--- config.mk ---
export PLATFORM = sky130hd
export DESIGN_NAME = issue_core
export DESIGN_NICKNAME = d
export VERILOG_FILES = /design/src/core_pkg.sv /design/src/isa_pkg.sv /design/src/issue_core.sv /design/src/wb_arbiter.sv /design/src/exec_lane.sv /design/src/reg_file.sv /design/src/scoreboard.sv /design/src/issue_queue.sv
export SDC_FILE = /design/constraint.sdc
export NUM_CORES = 2
export LEC_CHECK = 0
export BUFFER_PORTS_ARGS = -buffer_cell sky130_fd_sc_hd__buf_2
export CORE_AREA = 10 10 374 376
export DETAILED_ROUTE_END_ITERATION = 6
export DIE_AREA = 0 0 384 386
export PLACE_DENSITY = 0.62
export SYNTH_ARGS = -nofsm -noshare
export SYNTH_HDL_FRONTEND = slang
export SYNTH_HIERARCHICAL = 1
export SYNTH_SLANG_ARGS = --single-unit
--- constraint.sdc ---
create_clock -name clk -period 12.8 [get_ports clk]
set_input_delay 1.92 -clock clk [delete_from_list [all_inputs] [get_ports clk]]
set_output_delay 1.92 -clock clk [all_outputs]
set_load 0.01 [all_outputs]
--- src/core_pkg.sv ---
package core_pkg;

    // issue queue storage
    localparam int QUEUE_DEPTH = 8;
    localparam int QUEUE_PTR_W = 3;

    // lane 0 takes slot A, lane 1 takes slot B
    localparam int NUM_LANES = 2;

endpackage

--- src/isa_pkg.sv ---
package isa_pkg;

    // register addresses, eight general registers, r0 is not hardwired
    localparam int REG_ADDR_W = 3;
    localparam int NUM_REGS   = 8;

    localparam int WORD_W = 32;

    // immediate is sign-extended to a full word in the lane
    localparam int IMM_W = 16;

    localparam int OP_W = 3;

    // ADDI reads srca and imm, every other op reads srca and srcb
    typedef enum logic [OP_W-1:0] {
        ADD  = 3'd0,
        SUB  = 3'd1,
        AND  = 3'd2,
        OR   = 3'd3,
        XOR  = 3'd4,
        SLT  = 3'd5,
        ADDI = 3'd6
    } op_t;

endpackage
--- src/issue_core.sv ---
`timescale 1ns/1ps

module issue_core (
    input  logic                           clk,
    input  logic                           reset,
    input  logic                           in_valid_a,
    input  logic                           in_valid_b,
    input  isa_pkg::op_t                   in_op_a,
    input  isa_pkg::op_t                   in_op_b,
    input  logic [isa_pkg::REG_ADDR_W-1:0] in_dest_a,
    input  logic [isa_pkg::REG_ADDR_W-1:0] in_dest_b,
    input  logic [isa_pkg::REG_ADDR_W-1:0] in_srca_a,
    input  logic [isa_pkg::REG_ADDR_W-1:0] in_srca_b,
    input  logic [isa_pkg::REG_ADDR_W-1:0] in_srcb_a,
    input  logic [isa_pkg::REG_ADDR_W-1:0] in_srcb_b,
    input  logic [isa_pkg::IMM_W-1:0]      in_imm_a,
    input  logic [isa_pkg::IMM_W-1:0]      in_imm_b,
    output logic                           in_ready,
    output logic                           issue_a,
    output logic                           issue_b,
    output logic                           commit_valid,
    output logic [isa_pkg::REG_ADDR_W-1:0] commit_dest,
    output logic [isa_pkg::WORD_W-1:0]     commit_data
);
    import isa_pkg::*;
    import core_pkg::*;

    logic [3:0][REG_ADDR_W-1:0]         rd_addr;
    logic [3:0][WORD_W-1:0]             rd_data;
    logic [3:0]                         src_busy;
    logic [1:0]                         dest_busy;
    logic [NUM_LANES-1:0]               lane_ready;
    op_t                                iss_op_a;
    op_t                                iss_op_b;
    logic [REG_ADDR_W-1:0]              iss_dest_a;
    logic [REG_ADDR_W-1:0]              iss_dest_b;
    logic [IMM_W-1:0]                   iss_imm_a;
    logic [IMM_W-1:0]                   iss_imm_b;
    logic [NUM_LANES-1:0]               res_valid;
    logic [NUM_LANES-1:0]               res_ready;
    logic [NUM_LANES-1:0][REG_ADDR_W-1:0] res_dest;
    logic [NUM_LANES-1:0][WORD_W-1:0]     res_data;

    issue_queue u_queue (
        .clk        (clk),
        .reset      (reset),
        .in_valid_a (in_valid_a),
        .in_valid_b (in_valid_b),
        .in_op_a    (in_op_a),
        .in_op_b    (in_op_b),
        .in_dest_a  (in_dest_a),
        .in_dest_b  (in_dest_b),
        .in_srca_a  (in_srca_a),
        .in_srca_b  (in_srca_b),
        .in_srcb_a  (in_srcb_a),
        .in_srcb_b  (in_srcb_b),
        .in_imm_a   (in_imm_a),
        .in_imm_b   (in_imm_b),
        .in_ready   (in_ready),
        .rd_addr    (rd_addr),
        .src_busy   (src_busy),
        .dest_busy  (dest_busy),
        .lane_ready (lane_ready),
        .issue_a    (issue_a),
        .issue_b    (issue_b),
        .iss_op_a   (iss_op_a),
        .iss_op_b   (iss_op_b),
        .iss_dest_a (iss_dest_a),
        .iss_dest_b (iss_dest_b),
        .iss_imm_a  (iss_imm_a),
        .iss_imm_b  (iss_imm_b)
    );

    scoreboard u_scoreboard (
        .clk        (clk),
        .reset      (reset),
        .query_addr (rd_addr),
        .query_dest ({iss_dest_b, iss_dest_a}),
        .query_busy (src_busy),
        .dest_busy  (dest_busy),
        .set_a      (issue_a),
        .set_b      (issue_b),
        .set_dest_a (iss_dest_a),
        .set_dest_b (iss_dest_b),
        .clear      (commit_valid),
        .clear_dest (commit_dest)
    );

    reg_file u_reg_file (
        .clk     (clk),
        .reset   (reset),
        .rd_addr (rd_addr),
        .rd_data (rd_data),
        .wr_en   (commit_valid),
        .wr_addr (commit_dest),
        .wr_data (commit_data)
    );

    // slot A operands sit on read ports 0 and 1, slot B on 2 and 3
    exec_lane lane0 (
        .clk        (clk),
        .reset      (reset),
        .issue      (issue_a),
        .op         (iss_op_a),
        .opnd_a     (rd_data[0]),
        .opnd_b     (rd_data[1]),
        .imm        (iss_imm_a),
        .dest       (iss_dest_a),
        .lane_ready (lane_ready[0]),
        .res_valid  (res_valid[0]),
        .res_ready  (res_ready[0]),
        .res_dest   (res_dest[0]),
        .res_data   (res_data[0])
    );

    exec_lane lane1 (
        .clk        (clk),
        .reset      (reset),
        .issue      (issue_b),
        .op         (iss_op_b),
        .opnd_a     (rd_data[2]),
        .opnd_b     (rd_data[3]),
        .imm        (iss_imm_b),
        .dest       (iss_dest_b),
        .lane_ready (lane_ready[1]),
        .res_valid  (res_valid[1]),
        .res_ready  (res_ready[1]),
        .res_dest   (res_dest[1]),
        .res_data   (res_data[1])
    );

    wb_arbiter u_arbiter (
        .clk          (clk),
        .reset        (reset),
        .res_valid    (res_valid),
        .res_dest     (res_dest),
        .res_data     (res_data),
        .res_ready    (res_ready),
        .commit_valid (commit_valid),
        .commit_dest  (commit_dest),
        .commit_data  (commit_data)
    );

endmodule

--- src/wb_arbiter.sv ---
`timescale 1ns/1ps

module wb_arbiter (
    input  logic                                                   clk,
    input  logic                                                   reset,
    input  logic [core_pkg::NUM_LANES-1:0]                         res_valid,
    input  logic [core_pkg::NUM_LANES-1:0][isa_pkg::REG_ADDR_W-1:0] res_dest,
    input  logic [core_pkg::NUM_LANES-1:0][isa_pkg::WORD_W-1:0]     res_data,
    output logic [core_pkg::NUM_LANES-1:0]                         res_ready,
    output logic                                                   commit_valid,
    output logic [isa_pkg::REG_ADDR_W-1:0]                         commit_dest,
    output logic [isa_pkg::WORD_W-1:0]                             commit_data
);
    import core_pkg::*;

    logic                 rr_ptr;
    logic [NUM_LANES-1:0] grant;

    // pointer lane wins when both lanes ask
    assign grant[0] = res_valid[0] && (!res_valid[1] || !rr_ptr);
    assign grant[1] = res_valid[1] && (!res_valid[0] || rr_ptr);
    assign res_ready = grant;

    always_ff @(posedge clk)
    begin
        if (!reset)
        begin
            rr_ptr       <= 1'b0;
            commit_valid <= 1'b0;
        end
        else
        begin
            commit_valid <= |grant;
            if (grant[0])
                rr_ptr <= 1'b1;
            else if (grant[1])
                rr_ptr <= 1'b0;
        end
    end

    always_ff @(posedge clk)
    begin
        if (grant[1])
        begin
            commit_dest <= res_dest[1];
            commit_data <= res_data[1];
        end
        else
        begin
            commit_dest <= res_dest[0];
            commit_data <= res_data[0];
        end
    end

endmodule

--- src/exec_lane.sv ---
`timescale 1ns/1ps

module exec_lane (
    input  logic                           clk,
    input  logic                           reset,
    input  logic                           issue,
    input  isa_pkg::op_t                   op,
    input  logic [isa_pkg::WORD_W-1:0]     opnd_a,
    input  logic [isa_pkg::WORD_W-1:0]     opnd_b,
    input  logic [isa_pkg::IMM_W-1:0]      imm,
    input  logic [isa_pkg::REG_ADDR_W-1:0] dest,
    output logic                           lane_ready,
    output logic                           res_valid,
    input  logic                           res_ready,
    output logic [isa_pkg::REG_ADDR_W-1:0] res_dest,
    output logic [isa_pkg::WORD_W-1:0]     res_data
);
    import isa_pkg::*;

    logic                  full;
    op_t                   op_q;
    logic [WORD_W-1:0]     a_q;
    logic [WORD_W-1:0]     b_q;
    logic [IMM_W-1:0]      imm_q;
    logic [REG_ADDR_W-1:0] dest_q;
    logic [WORD_W-1:0]     imm_ext;

    // a result granted this cycle frees the slot for a new issue
    assign lane_ready = !full || res_ready;
    assign res_valid  = full;
    assign res_dest   = dest_q;
    assign imm_ext    = {{(WORD_W - IMM_W){imm_q[IMM_W-1]}}, imm_q};

    always_ff @(posedge clk)
    begin
        if (!reset)
            full <= 1'b0;
        else if (issue)
            full <= 1'b1;
        else if (res_ready)
            full <= 1'b0;
    end

    always_ff @(posedge clk)
    begin
        if (issue)
        begin
            op_q   <= op;
            a_q    <= opnd_a;
            b_q    <= opnd_b;
            imm_q  <= imm;
            dest_q <= dest;
        end
    end

    always_comb
    begin
        case (op_q)
            ADD:     res_data = a_q + b_q;
            SUB:     res_data = a_q - b_q;
            AND:     res_data = a_q & b_q;
            OR:      res_data = a_q | b_q;
            XOR:     res_data = a_q ^ b_q;
            SLT:     res_data = {{(WORD_W - 1){1'b0}}, $signed(a_q) < $signed(b_q)};
            ADDI:    res_data = a_q + imm_ext;
            default: res_data = '0;
        endcase
    end

endmodule

--- src/reg_file.sv ---
`timescale 1ns/1ps

module reg_file (
    input  logic                                clk,
    input  logic                                reset,
    input  logic [3:0][isa_pkg::REG_ADDR_W-1:0] rd_addr,
    output logic [3:0][isa_pkg::WORD_W-1:0]     rd_data,
    input  logic                                wr_en,
    input  logic [isa_pkg::REG_ADDR_W-1:0]      wr_addr,
    input  logic [isa_pkg::WORD_W-1:0]          wr_data
);
    import isa_pkg::*;

    logic [NUM_REGS-1:0][WORD_W-1:0] regs;

    always_ff @(posedge clk)
    begin
        if (!reset)
            regs <= '0;
        else if (wr_en)
            regs[wr_addr] <= wr_data;
    end

    // write-through on all four read ports
    always_comb
    begin
        for (int i = 0; i < 4; i++)
        begin
            if (wr_en && wr_addr == rd_addr[i])
                rd_data[i] = wr_data;
            else
                rd_data[i] = regs[rd_addr[i]];
        end
    end

endmodule

--- src/scoreboard.sv ---
`timescale 1ns/1ps

module scoreboard (
    input  logic                                clk,
    input  logic                                reset,
    input  logic [3:0][isa_pkg::REG_ADDR_W-1:0] query_addr,
    input  logic [1:0][isa_pkg::REG_ADDR_W-1:0] query_dest,
    output logic [3:0]                          query_busy,
    output logic [1:0]                          dest_busy,
    input  logic                                set_a,
    input  logic                                set_b,
    input  logic [isa_pkg::REG_ADDR_W-1:0]      set_dest_a,
    input  logic [isa_pkg::REG_ADDR_W-1:0]      set_dest_b,
    input  logic                                clear,
    input  logic [isa_pkg::REG_ADDR_W-1:0]      clear_dest
);
    import isa_pkg::*;

    logic [NUM_REGS-1:0] busy;

    // issue never targets a busy register, so set and clear never meet on one bit
    always_ff @(posedge clk)
    begin
        if (!reset)
            busy <= '0;
        else
        begin
            if (clear)
                busy[clear_dest] <= 1'b0;
            if (set_a)
                busy[set_dest_a] <= 1'b1;
            if (set_b)
                busy[set_dest_b] <= 1'b1;
        end
    end

    always_comb
    begin
        for (int i = 0; i < 4; i++)
            query_busy[i] = busy[query_addr[i]];
        for (int j = 0; j < 2; j++)
            dest_busy[j] = busy[query_dest[j]];
    end

endmodule

--- src/issue_queue.sv ---
`timescale 1ns/1ps

module issue_queue (
    input  logic                                  clk,
    input  logic                                  reset,
    input  logic                                  in_valid_a,
    input  logic                                  in_valid_b,
    input  isa_pkg::op_t                          in_op_a,
    input  isa_pkg::op_t                          in_op_b,
    input  logic [isa_pkg::REG_ADDR_W-1:0]        in_dest_a,
    input  logic [isa_pkg::REG_ADDR_W-1:0]        in_dest_b,
    input  logic [isa_pkg::REG_ADDR_W-1:0]        in_srca_a,
    input  logic [isa_pkg::REG_ADDR_W-1:0]        in_srca_b,
    input  logic [isa_pkg::REG_ADDR_W-1:0]        in_srcb_a,
    input  logic [isa_pkg::REG_ADDR_W-1:0]        in_srcb_b,
    input  logic [isa_pkg::IMM_W-1:0]             in_imm_a,
    input  logic [isa_pkg::IMM_W-1:0]             in_imm_b,
    output logic                                  in_ready,
    output logic [3:0][isa_pkg::REG_ADDR_W-1:0]   rd_addr,
    input  logic [3:0]                            src_busy,
    input  logic [1:0]                            dest_busy,
    input  logic [core_pkg::NUM_LANES-1:0]        lane_ready,
    output logic                                  issue_a,
    output logic                                  issue_b,
    output isa_pkg::op_t                          iss_op_a,
    output isa_pkg::op_t                          iss_op_b,
    output logic [isa_pkg::REG_ADDR_W-1:0]        iss_dest_a,
    output logic [isa_pkg::REG_ADDR_W-1:0]        iss_dest_b,
    output logic [isa_pkg::IMM_W-1:0]             iss_imm_a,
    output logic [isa_pkg::IMM_W-1:0]             iss_imm_b
);
    import isa_pkg::*;
    import core_pkg::*;

    logic [QUEUE_DEPTH-1:0] valid;
    op_t                    q_op   [QUEUE_DEPTH];
    logic [REG_ADDR_W-1:0]  q_dest [QUEUE_DEPTH];
    logic [REG_ADDR_W-1:0]  q_srca [QUEUE_DEPTH];
    logic [REG_ADDR_W-1:0]  q_srcb [QUEUE_DEPTH];
    logic [IMM_W-1:0]       q_imm  [QUEUE_DEPTH];

    logic [QUEUE_PTR_W-1:0] head;
    logic [QUEUE_PTR_W-1:0] head_p1;
    logic [QUEUE_PTR_W-1:0] tail;
    logic [QUEUE_PTR_W-1:0] tail_p1;

    logic accept;
    logic a_srcs_free;
    logic b_srcs_free;
    logic b_no_raw;

    assign head_p1 = head + QUEUE_PTR_W'(1);
    assign tail_p1 = tail + QUEUE_PTR_W'(1);

    // entries stay contiguous, so two free slots at the tail means room for a pair
    assign in_ready = !valid[tail] && !valid[tail_p1];
    assign accept   = in_valid_a && in_ready;

    assign iss_op_a   = q_op[head];
    assign iss_op_b   = q_op[head_p1];
    assign iss_dest_a = q_dest[head];
    assign iss_dest_b = q_dest[head_p1];
    assign iss_imm_a  = q_imm[head];
    assign iss_imm_b  = q_imm[head_p1];

    assign rd_addr[0] = q_srca[head];
    assign rd_addr[1] = q_srcb[head];
    assign rd_addr[2] = q_srca[head_p1];
    assign rd_addr[3] = q_srcb[head_p1];

    // srcb is not read by ADDI, so it neither stalls nor pairs against it
    assign a_srcs_free = !src_busy[0] && (!src_busy[1] || iss_op_a == ADDI);
    assign b_srcs_free = !src_busy[2] && (!src_busy[3] || iss_op_b == ADDI);
    assign b_no_raw    = (rd_addr[2] != iss_dest_a)
                      && (rd_addr[3] != iss_dest_a || iss_op_b == ADDI);

    assign issue_a = valid[head] && a_srcs_free && !dest_busy[0] && lane_ready[0];

    assign issue_b = issue_a && valid[head_p1] && b_srcs_free && b_no_raw
                  && !dest_busy[1] && (iss_dest_b != iss_dest_a) && lane_ready[1];

    // payload storage
    always_ff @(posedge clk)
    begin
        if (accept)
        begin
            q_op[tail]   <= in_op_a;
            q_dest[tail] <= in_dest_a;
            q_srca[tail] <= in_srca_a;
            q_srcb[tail] <= in_srcb_a;
            q_imm[tail]  <= in_imm_a;
            if (in_valid_b)
            begin
                q_op[tail_p1]   <= in_op_b;
                q_dest[tail_p1] <= in_dest_b;
                q_srca[tail_p1] <= in_srca_b;
                q_srcb[tail_p1] <= in_srcb_b;
                q_imm[tail_p1]  <= in_imm_b;
            end
        end
    end

    // tail slots written here are free, head slots cleared are valid, so no overlap
    always_ff @(posedge clk)
    begin
        if (!reset)
        begin
            valid <= '0;
            head  <= '0;
            tail  <= '0;
        end
        else
        begin
            if (issue_a)
                valid[head] <= 1'b0;
            if (issue_b)
                valid[head_p1] <= 1'b0;
            if (accept)
            begin
                valid[tail] <= 1'b1;
                if (in_valid_b)
                    valid[tail_p1] <= 1'b1;
            end

            if (issue_b)
                head <= head + QUEUE_PTR_W'(2);
            else if (issue_a)
                head <= head_p1;

            if (accept)
                tail <= in_valid_b ? tail + QUEUE_PTR_W'(2) : tail_p1;
        end
    end

endmodule

# == Yosys cells after proc, flatten, opt, wreduce, memory -nomap -nowiden ==
# Memories as Yosys holds them, arrays and structs flattened. A register that Yosys moved wholly into a read port is not among the register bits.
# Cells that the tools add are included.
# word_totals
ramBits,224
n_memories,5
inputBits,60
elab_cells,235
regBits,457
out_inout_bits,39
# classes
eq_ne,21
bitwise_logic,16
mux,85
order_cmp,20
add_sub_neg,10
n_reduce_logical,52
# mem_list
memory,words,width,read_ports,rd_ports_with_merged_regs,write_ports,line,rtl
u_queue.q_imm,8,16,2,2,2,issue_queue.sv:40,logic [IMM_W-1:0] q_imm [QUEUE_DEPTH];
u_queue.q_dest,8,3,2,1,2,issue_queue.sv:37,logic [REG_ADDR_W-1:0] q_dest [QUEUE_DEPTH];
u_queue.q_op,8,3,2,1,2,issue_queue.sv:36,op_t q_op [QUEUE_DEPTH];
u_queue.q_srca,8,3,2,1,2,issue_queue.sv:38,logic [REG_ADDR_W-1:0] q_srca [QUEUE_DEPTH];
u_queue.q_srcb,8,3,2,1,2,issue_queue.sv:39,logic [REG_ADDR_W-1:0] q_srcb [QUEUE_DEPTH];
# op_table
cell,count
$pmux W32 S7,2
$bmux W32 S3,4
$mux W32,10
$bwmux W256,1
$add A32 B32 Y32,4
$demux W32 S3,1
$mux W8,11
$and A32 B32 Y32,2
$lt A32 B32 Y1,2
$or A32 B32 Y32,2
$sub A32 B32 Y32,2
$xor A32 B32 Y32,2
$lt A3 B4 Y1 const B,11
$mux W3,12
$or A8 B8 Y8,4
$bmux W1 S3,10
$logic_and A1 B1 Y1,27
$mux W1,27
$and A8 B8 Y8,3
$eq A3 B3 Y1 const B,8
$not A8 Y8,3
$demux W1 S3,7
$ge A3 B1 Y1 const B,7
$eq A3 B2 Y1 const B,4
other kinds (10),38

# == Longest topological paths before layout ==
# logic_depth
ltp_word,20
mapped_depth,19
ltp_nobuf,16

# == Cells and area by module ==
# The synthesis kept the hierarchy.
# modules_own_cells
module,area_each_um2,seq_area_each_um2,n_inst,cells_each
reg_file,19143.4,5124.9,1,1779
issue_queue,14476.4,7066.8,1,961
exec_lane at lane1,8451.9,2602.5,1,945
exec_lane at lane0,8401.8,2602.5,1,937
wb_arbiter,1335.0,740.7,1,82
scoreboard,785.8,160.2,1,67

# == Least setup slack after synthesis ==
# OpenSTA, ideal clock, no wires.
# synth_path
kind,reg2out
from,register with a tool-made name
to,output issue_b
arrival_time_ns,10.196
path_slack_ns,0.684
path_buffers,5
path_stages_with_launch,13
required_ns,10.880
cell_sequence,dfxtp_1 buf_2 buf_2 clkbuf_1 clkbuf_1 mux4_2 mux2_2 mux4_1 mux2_2 nor4b_1 o211ai_1 clkbuf_1 nor3_1
# synth_lines
element,line,rtl
end: declaration,issue_core.sv:20,"output logic issue_b,"

# == Worst setup path in the final report ==
# layout_path
from,register u_queue.head[0]
to,output issue_b
# layout_between
elab_cells_between_ends,35
classes_between,add/sub: 1; eq/ne: 4; mux: 10; reduce/logical: 16; memory: 4
# layout_lines
element,line,rtl
start: declaration,issue_queue.sv:42,logic [QUEUE_PTR_W-1:0] head;
start signal: assignment,issue_queue.sv:126,head <= head + QUEUE_PTR_W'(2);
start signal: assignment,issue_queue.sv:128,head <= head_p1;
$add A3 B1 Y3,issue_queue.sv:52,assign head_p1 = head + QUEUE_PTR_W'(1);
$mem_v2 Z8 W3,-,
net iss_dest_b[0],issue_core.sv:36,logic [REG_ADDR_W-1:0] iss_dest_b;
$bmux W1 S3,scoreboard.sv:42,dest_busy[j] = busy[query_dest[j]];
$mux W1 (not written as such),scoreboard.sv:42,
net dest_busy[1],issue_core.sv:31,logic [1:0] dest_busy;
$logic_not A1 Y1,issue_queue.sv:80,&& !dest_busy[1] && (iss_dest_b != iss_dest_a) && lane_ready[1];
$logic_and A1 B1 Y1 (3 in a row),issue_queue.sv:80,
# The timed path passes the listed nets, and every way through them passes these cells. The select of a mux whose other input is x is not followed.

==> metrics <==
outcome=complete, but fails checks; failing checks=design-rule violations; Power Dens Cells=242 mW/mm^2; share of cells above drive strength 1=27.6%; Syn Nets=5109; Die Ht=386 um; Syn. warnings=6; total negative setup slack=0 ps; DPL Wire Length=115 mm; Max Cap Violations=0; core area=0.133 mm^2; Most Used Layer, Global Route=met2; initial core utilization=39.7%; vias per cell=6.13; Layout Nets=5013; largest area contributor in the synthesized netlist=edfxtp_1; Final period util=69.0%; sequential cell fraction of total power=25.7%; final RePlAce weighted congestion=0.952; met3 Track Usage GR=4.26%; M1 GR Usage=30.0%; Tmin final=8830 ps; CTS Buf Count=80; RSZ-0062 raised after global routing=no; r2r setup slk=5640 ps; first-pass GRT wire length=254 mm; leakage power=0.0211 uW; via count=39.9k; reg2reg path depth=14; DR iter-0 viols=4046; hold buffer count at CTS=0; switch share=45.3%; Gate power share=56.4%; H-tree depth=3; Die Width=384 um; area delta synth->final=8.48%; Worst Setup End Kind=output port; clock-pin slew on the worst setup and hold paths=60 ps; CP max FO=45; pin count of the biggest net entering global routing=100; DRT Pass-1 Iters=7; setup bufs post-CTS=0; Worst Clk Skew=36.5 ps; clock latency at the later pin of the worst-skew pair=700 ps; sw power=6250 uW; met2 GRT Util=35.0%; All-Layer GR Usage=22.6%; #FFs+latches synth=716; Root Driver=clkbuf_16; TritonCTS clock tree=built; r2r endpoint=lane1/b_q[8]; hold_ws=478 ps; Worst setup SP type=flip-flop; ranking of synthesized cells by area=edfxtp_1 23%, mux4_2 14%, dfxtp_1 12%; Sink Count=716; Die Area=0.148 mm^2; R2R Path Start=u_queue/head[0]; Synth top area share=22.6%; mapped cell area=0.0526 mm^2; internal power component=7540 uW; Mapped Cells=4771; Max VDD drop=0.212 mV; post-layout util=43.0%; Mapped Avg Cell Area=11.0 um^2; global route overflow=0; Setup CP Type=reg2out; WP data required=10880 ps; number of max-slew violations in the final report=0; Routed Wire Length=173 mm; routed len/inst=26.5 um; # resized after CTS=0; initial antenna violation count=6; Final Power=13800 uW; Cell Rows=134; Synth async-reset ratio=0%; vias in the first global route=38.8k; HP Class=reg2reg; critical path startpoint=u_queue/head[0]; residual DRC count=4; Synth Flop Type=edfxtp_1; Buffers on Ports=98; final setup fails=0; clk buf depth=3; crit path DAT=6910 ps; I/O pin cnt=99; crit path capture=issue_b; Post-synth EDFFs=396; Unique masters post-synth=116; Seq/Total Area, Yosys=34.8%; post-route ant nets=0; clock power share=17.8%; worst-margin pin slew=1260 ps; hold violation count in the final report=0; Slew headroom=15.7%; Peak Freq=113 MHz
==> power by group through the flow <==
stage,clock [uW],combinational (uW),sequential (uW)
floorplan,0,5810,3270
global placement,0,7580,3590
detailed placement,0,7650,3590
CTS,2500,7690,3550
global route,2590,8340,3600
finish,2460,7780,3550
==> worst min-delay path by stage <==
stage	cells after the start	end	slack [ps]	startpoint
after global routing	1	u_arbiter/commit_dest[2]	500	lane1/res_dest[2]
after floorplan	1	u_arbiter/commit_dest[1]	450	lane0/res_dest[1]
after detailed placement	1	u_arbiter/commit_dest[1]	470	lane0/res_dest[1]
final	1	u_arbiter/commit_dest[2]	480	lane0/res_dest[2]
after global placement	1	u_arbiter/commit_dest[2]	450	lane0/res_dest[2]
after CTS	1	u_arbiter/commit_dest[1]	480	lane0/res_dest[1]
==> logic make-up after synthesis <==
| kind of cell | count (synthesis) | share of synthesized area, % |
|---|---|---|
| fa+ha+maj | 278 | 6.67 |
| buf+inv | 570 | 4.93 |
| xor+xnor | 114 | 1.93 |
| flops | 716 | 34.8 |
| simple gates | 1171 | 9.66 |
| mux | 1019 | 30.1 |
| compound gates | 903 | 12.0 |
==> synthesized netlist by cell type, types with 79 or more instances <==
master,number
buf_2,79
a21boi_0,90
mux2_2,557
clkbuf_1,203
inv_1,209
o21ai_0,131
dfxtp_1,320
a21oi_1,167
nand2_1,771
ha_1,274
edfxtp_1,396
mux4_2,330
a21boi_1,177
nor2_1,147
==> stage by stage <==
step	cells	setup slack, ps	cell area (um^2)
6_report	6513	3970	57100
5_1_grt	6512	3640	57100
2_1_floorplan	4771	684	52600
3_3_place_gp	6361	4800	54300
3_5_place_dp	6361	4710	54300
4_1_cts	6511	3950	57000
==> worst max-delay path, cell delays in order, from the launching register on <==
cell and delay, ps:
dfxtp_2 830, ha_4 600, buf_4 710, clkinv_1 630, or2_1 410, and2_1 260, mux4_1 470, mux2_2 280
nor2_1 90, o311ai_0 170, a221oi_2 260, nand2_2 210, nor3_2 430, buf_4 530, buf_2 230
==> cell usage in the layout (no fill, tap or decap), types with 28 or more instances in the layout <==
cell	instances
mux2i_1	56
a21o_1	33
mux2_4	42
xor2_1	35
o21bai_1	28
nand2_1	771
buf_2	97
nor3_1	32
clkbuf_16	83
edfxtp_1	396
a21oi_1	167
mux2_2	553
xnor2_1	77
ha_1	273
nand3_1	35
o21ai_0	131
mux4_2	330
o211ai_1	37
a21boi_0	90
nor2_1	146
buf_4	81
a21boi_1	177
dfxtp_1	316
mux4_1	31
inv_1	202
==> cell type report <==
type                    instances  area (um^2)
diodes                          2         5.00
clock buffers                 113         2280
clock inverters                37          493
fillers                     12400        75600
inverters                     213          810
multi-input cells            3485        31800
flip-flops and latches        716        18300
well taps                    1768         2210
repair buffers                179         1100
==> registers in the layout, indices dropped and copies added, names as in the netlist, 8 cells and up, named ones only <==
signal and flops:
lane0/a_q 32, lane0/b_q 32, lane0/imm_q 16, lane1/a_q 32, lane1/b_q 32, lane1/imm_q 16
u_arbiter/commit_data 32, u_queue/q_dest 24, u_queue/q_imm 128, u_queue/q_op 24, u_queue/q_srca 24, u_queue/q_srcb 24
u_queue/valid 8, u_reg_file/regs 256, u_scoreboard/busy 8
==> metal layers <==
layer,vias up,routed length [um]
li1,17600,-
met1,20000,69900
met2,1973,77500
met3,374,15300
met4,0,9970
met5,-,0
No activity file was read; power rests on OpenSTA's default activity.
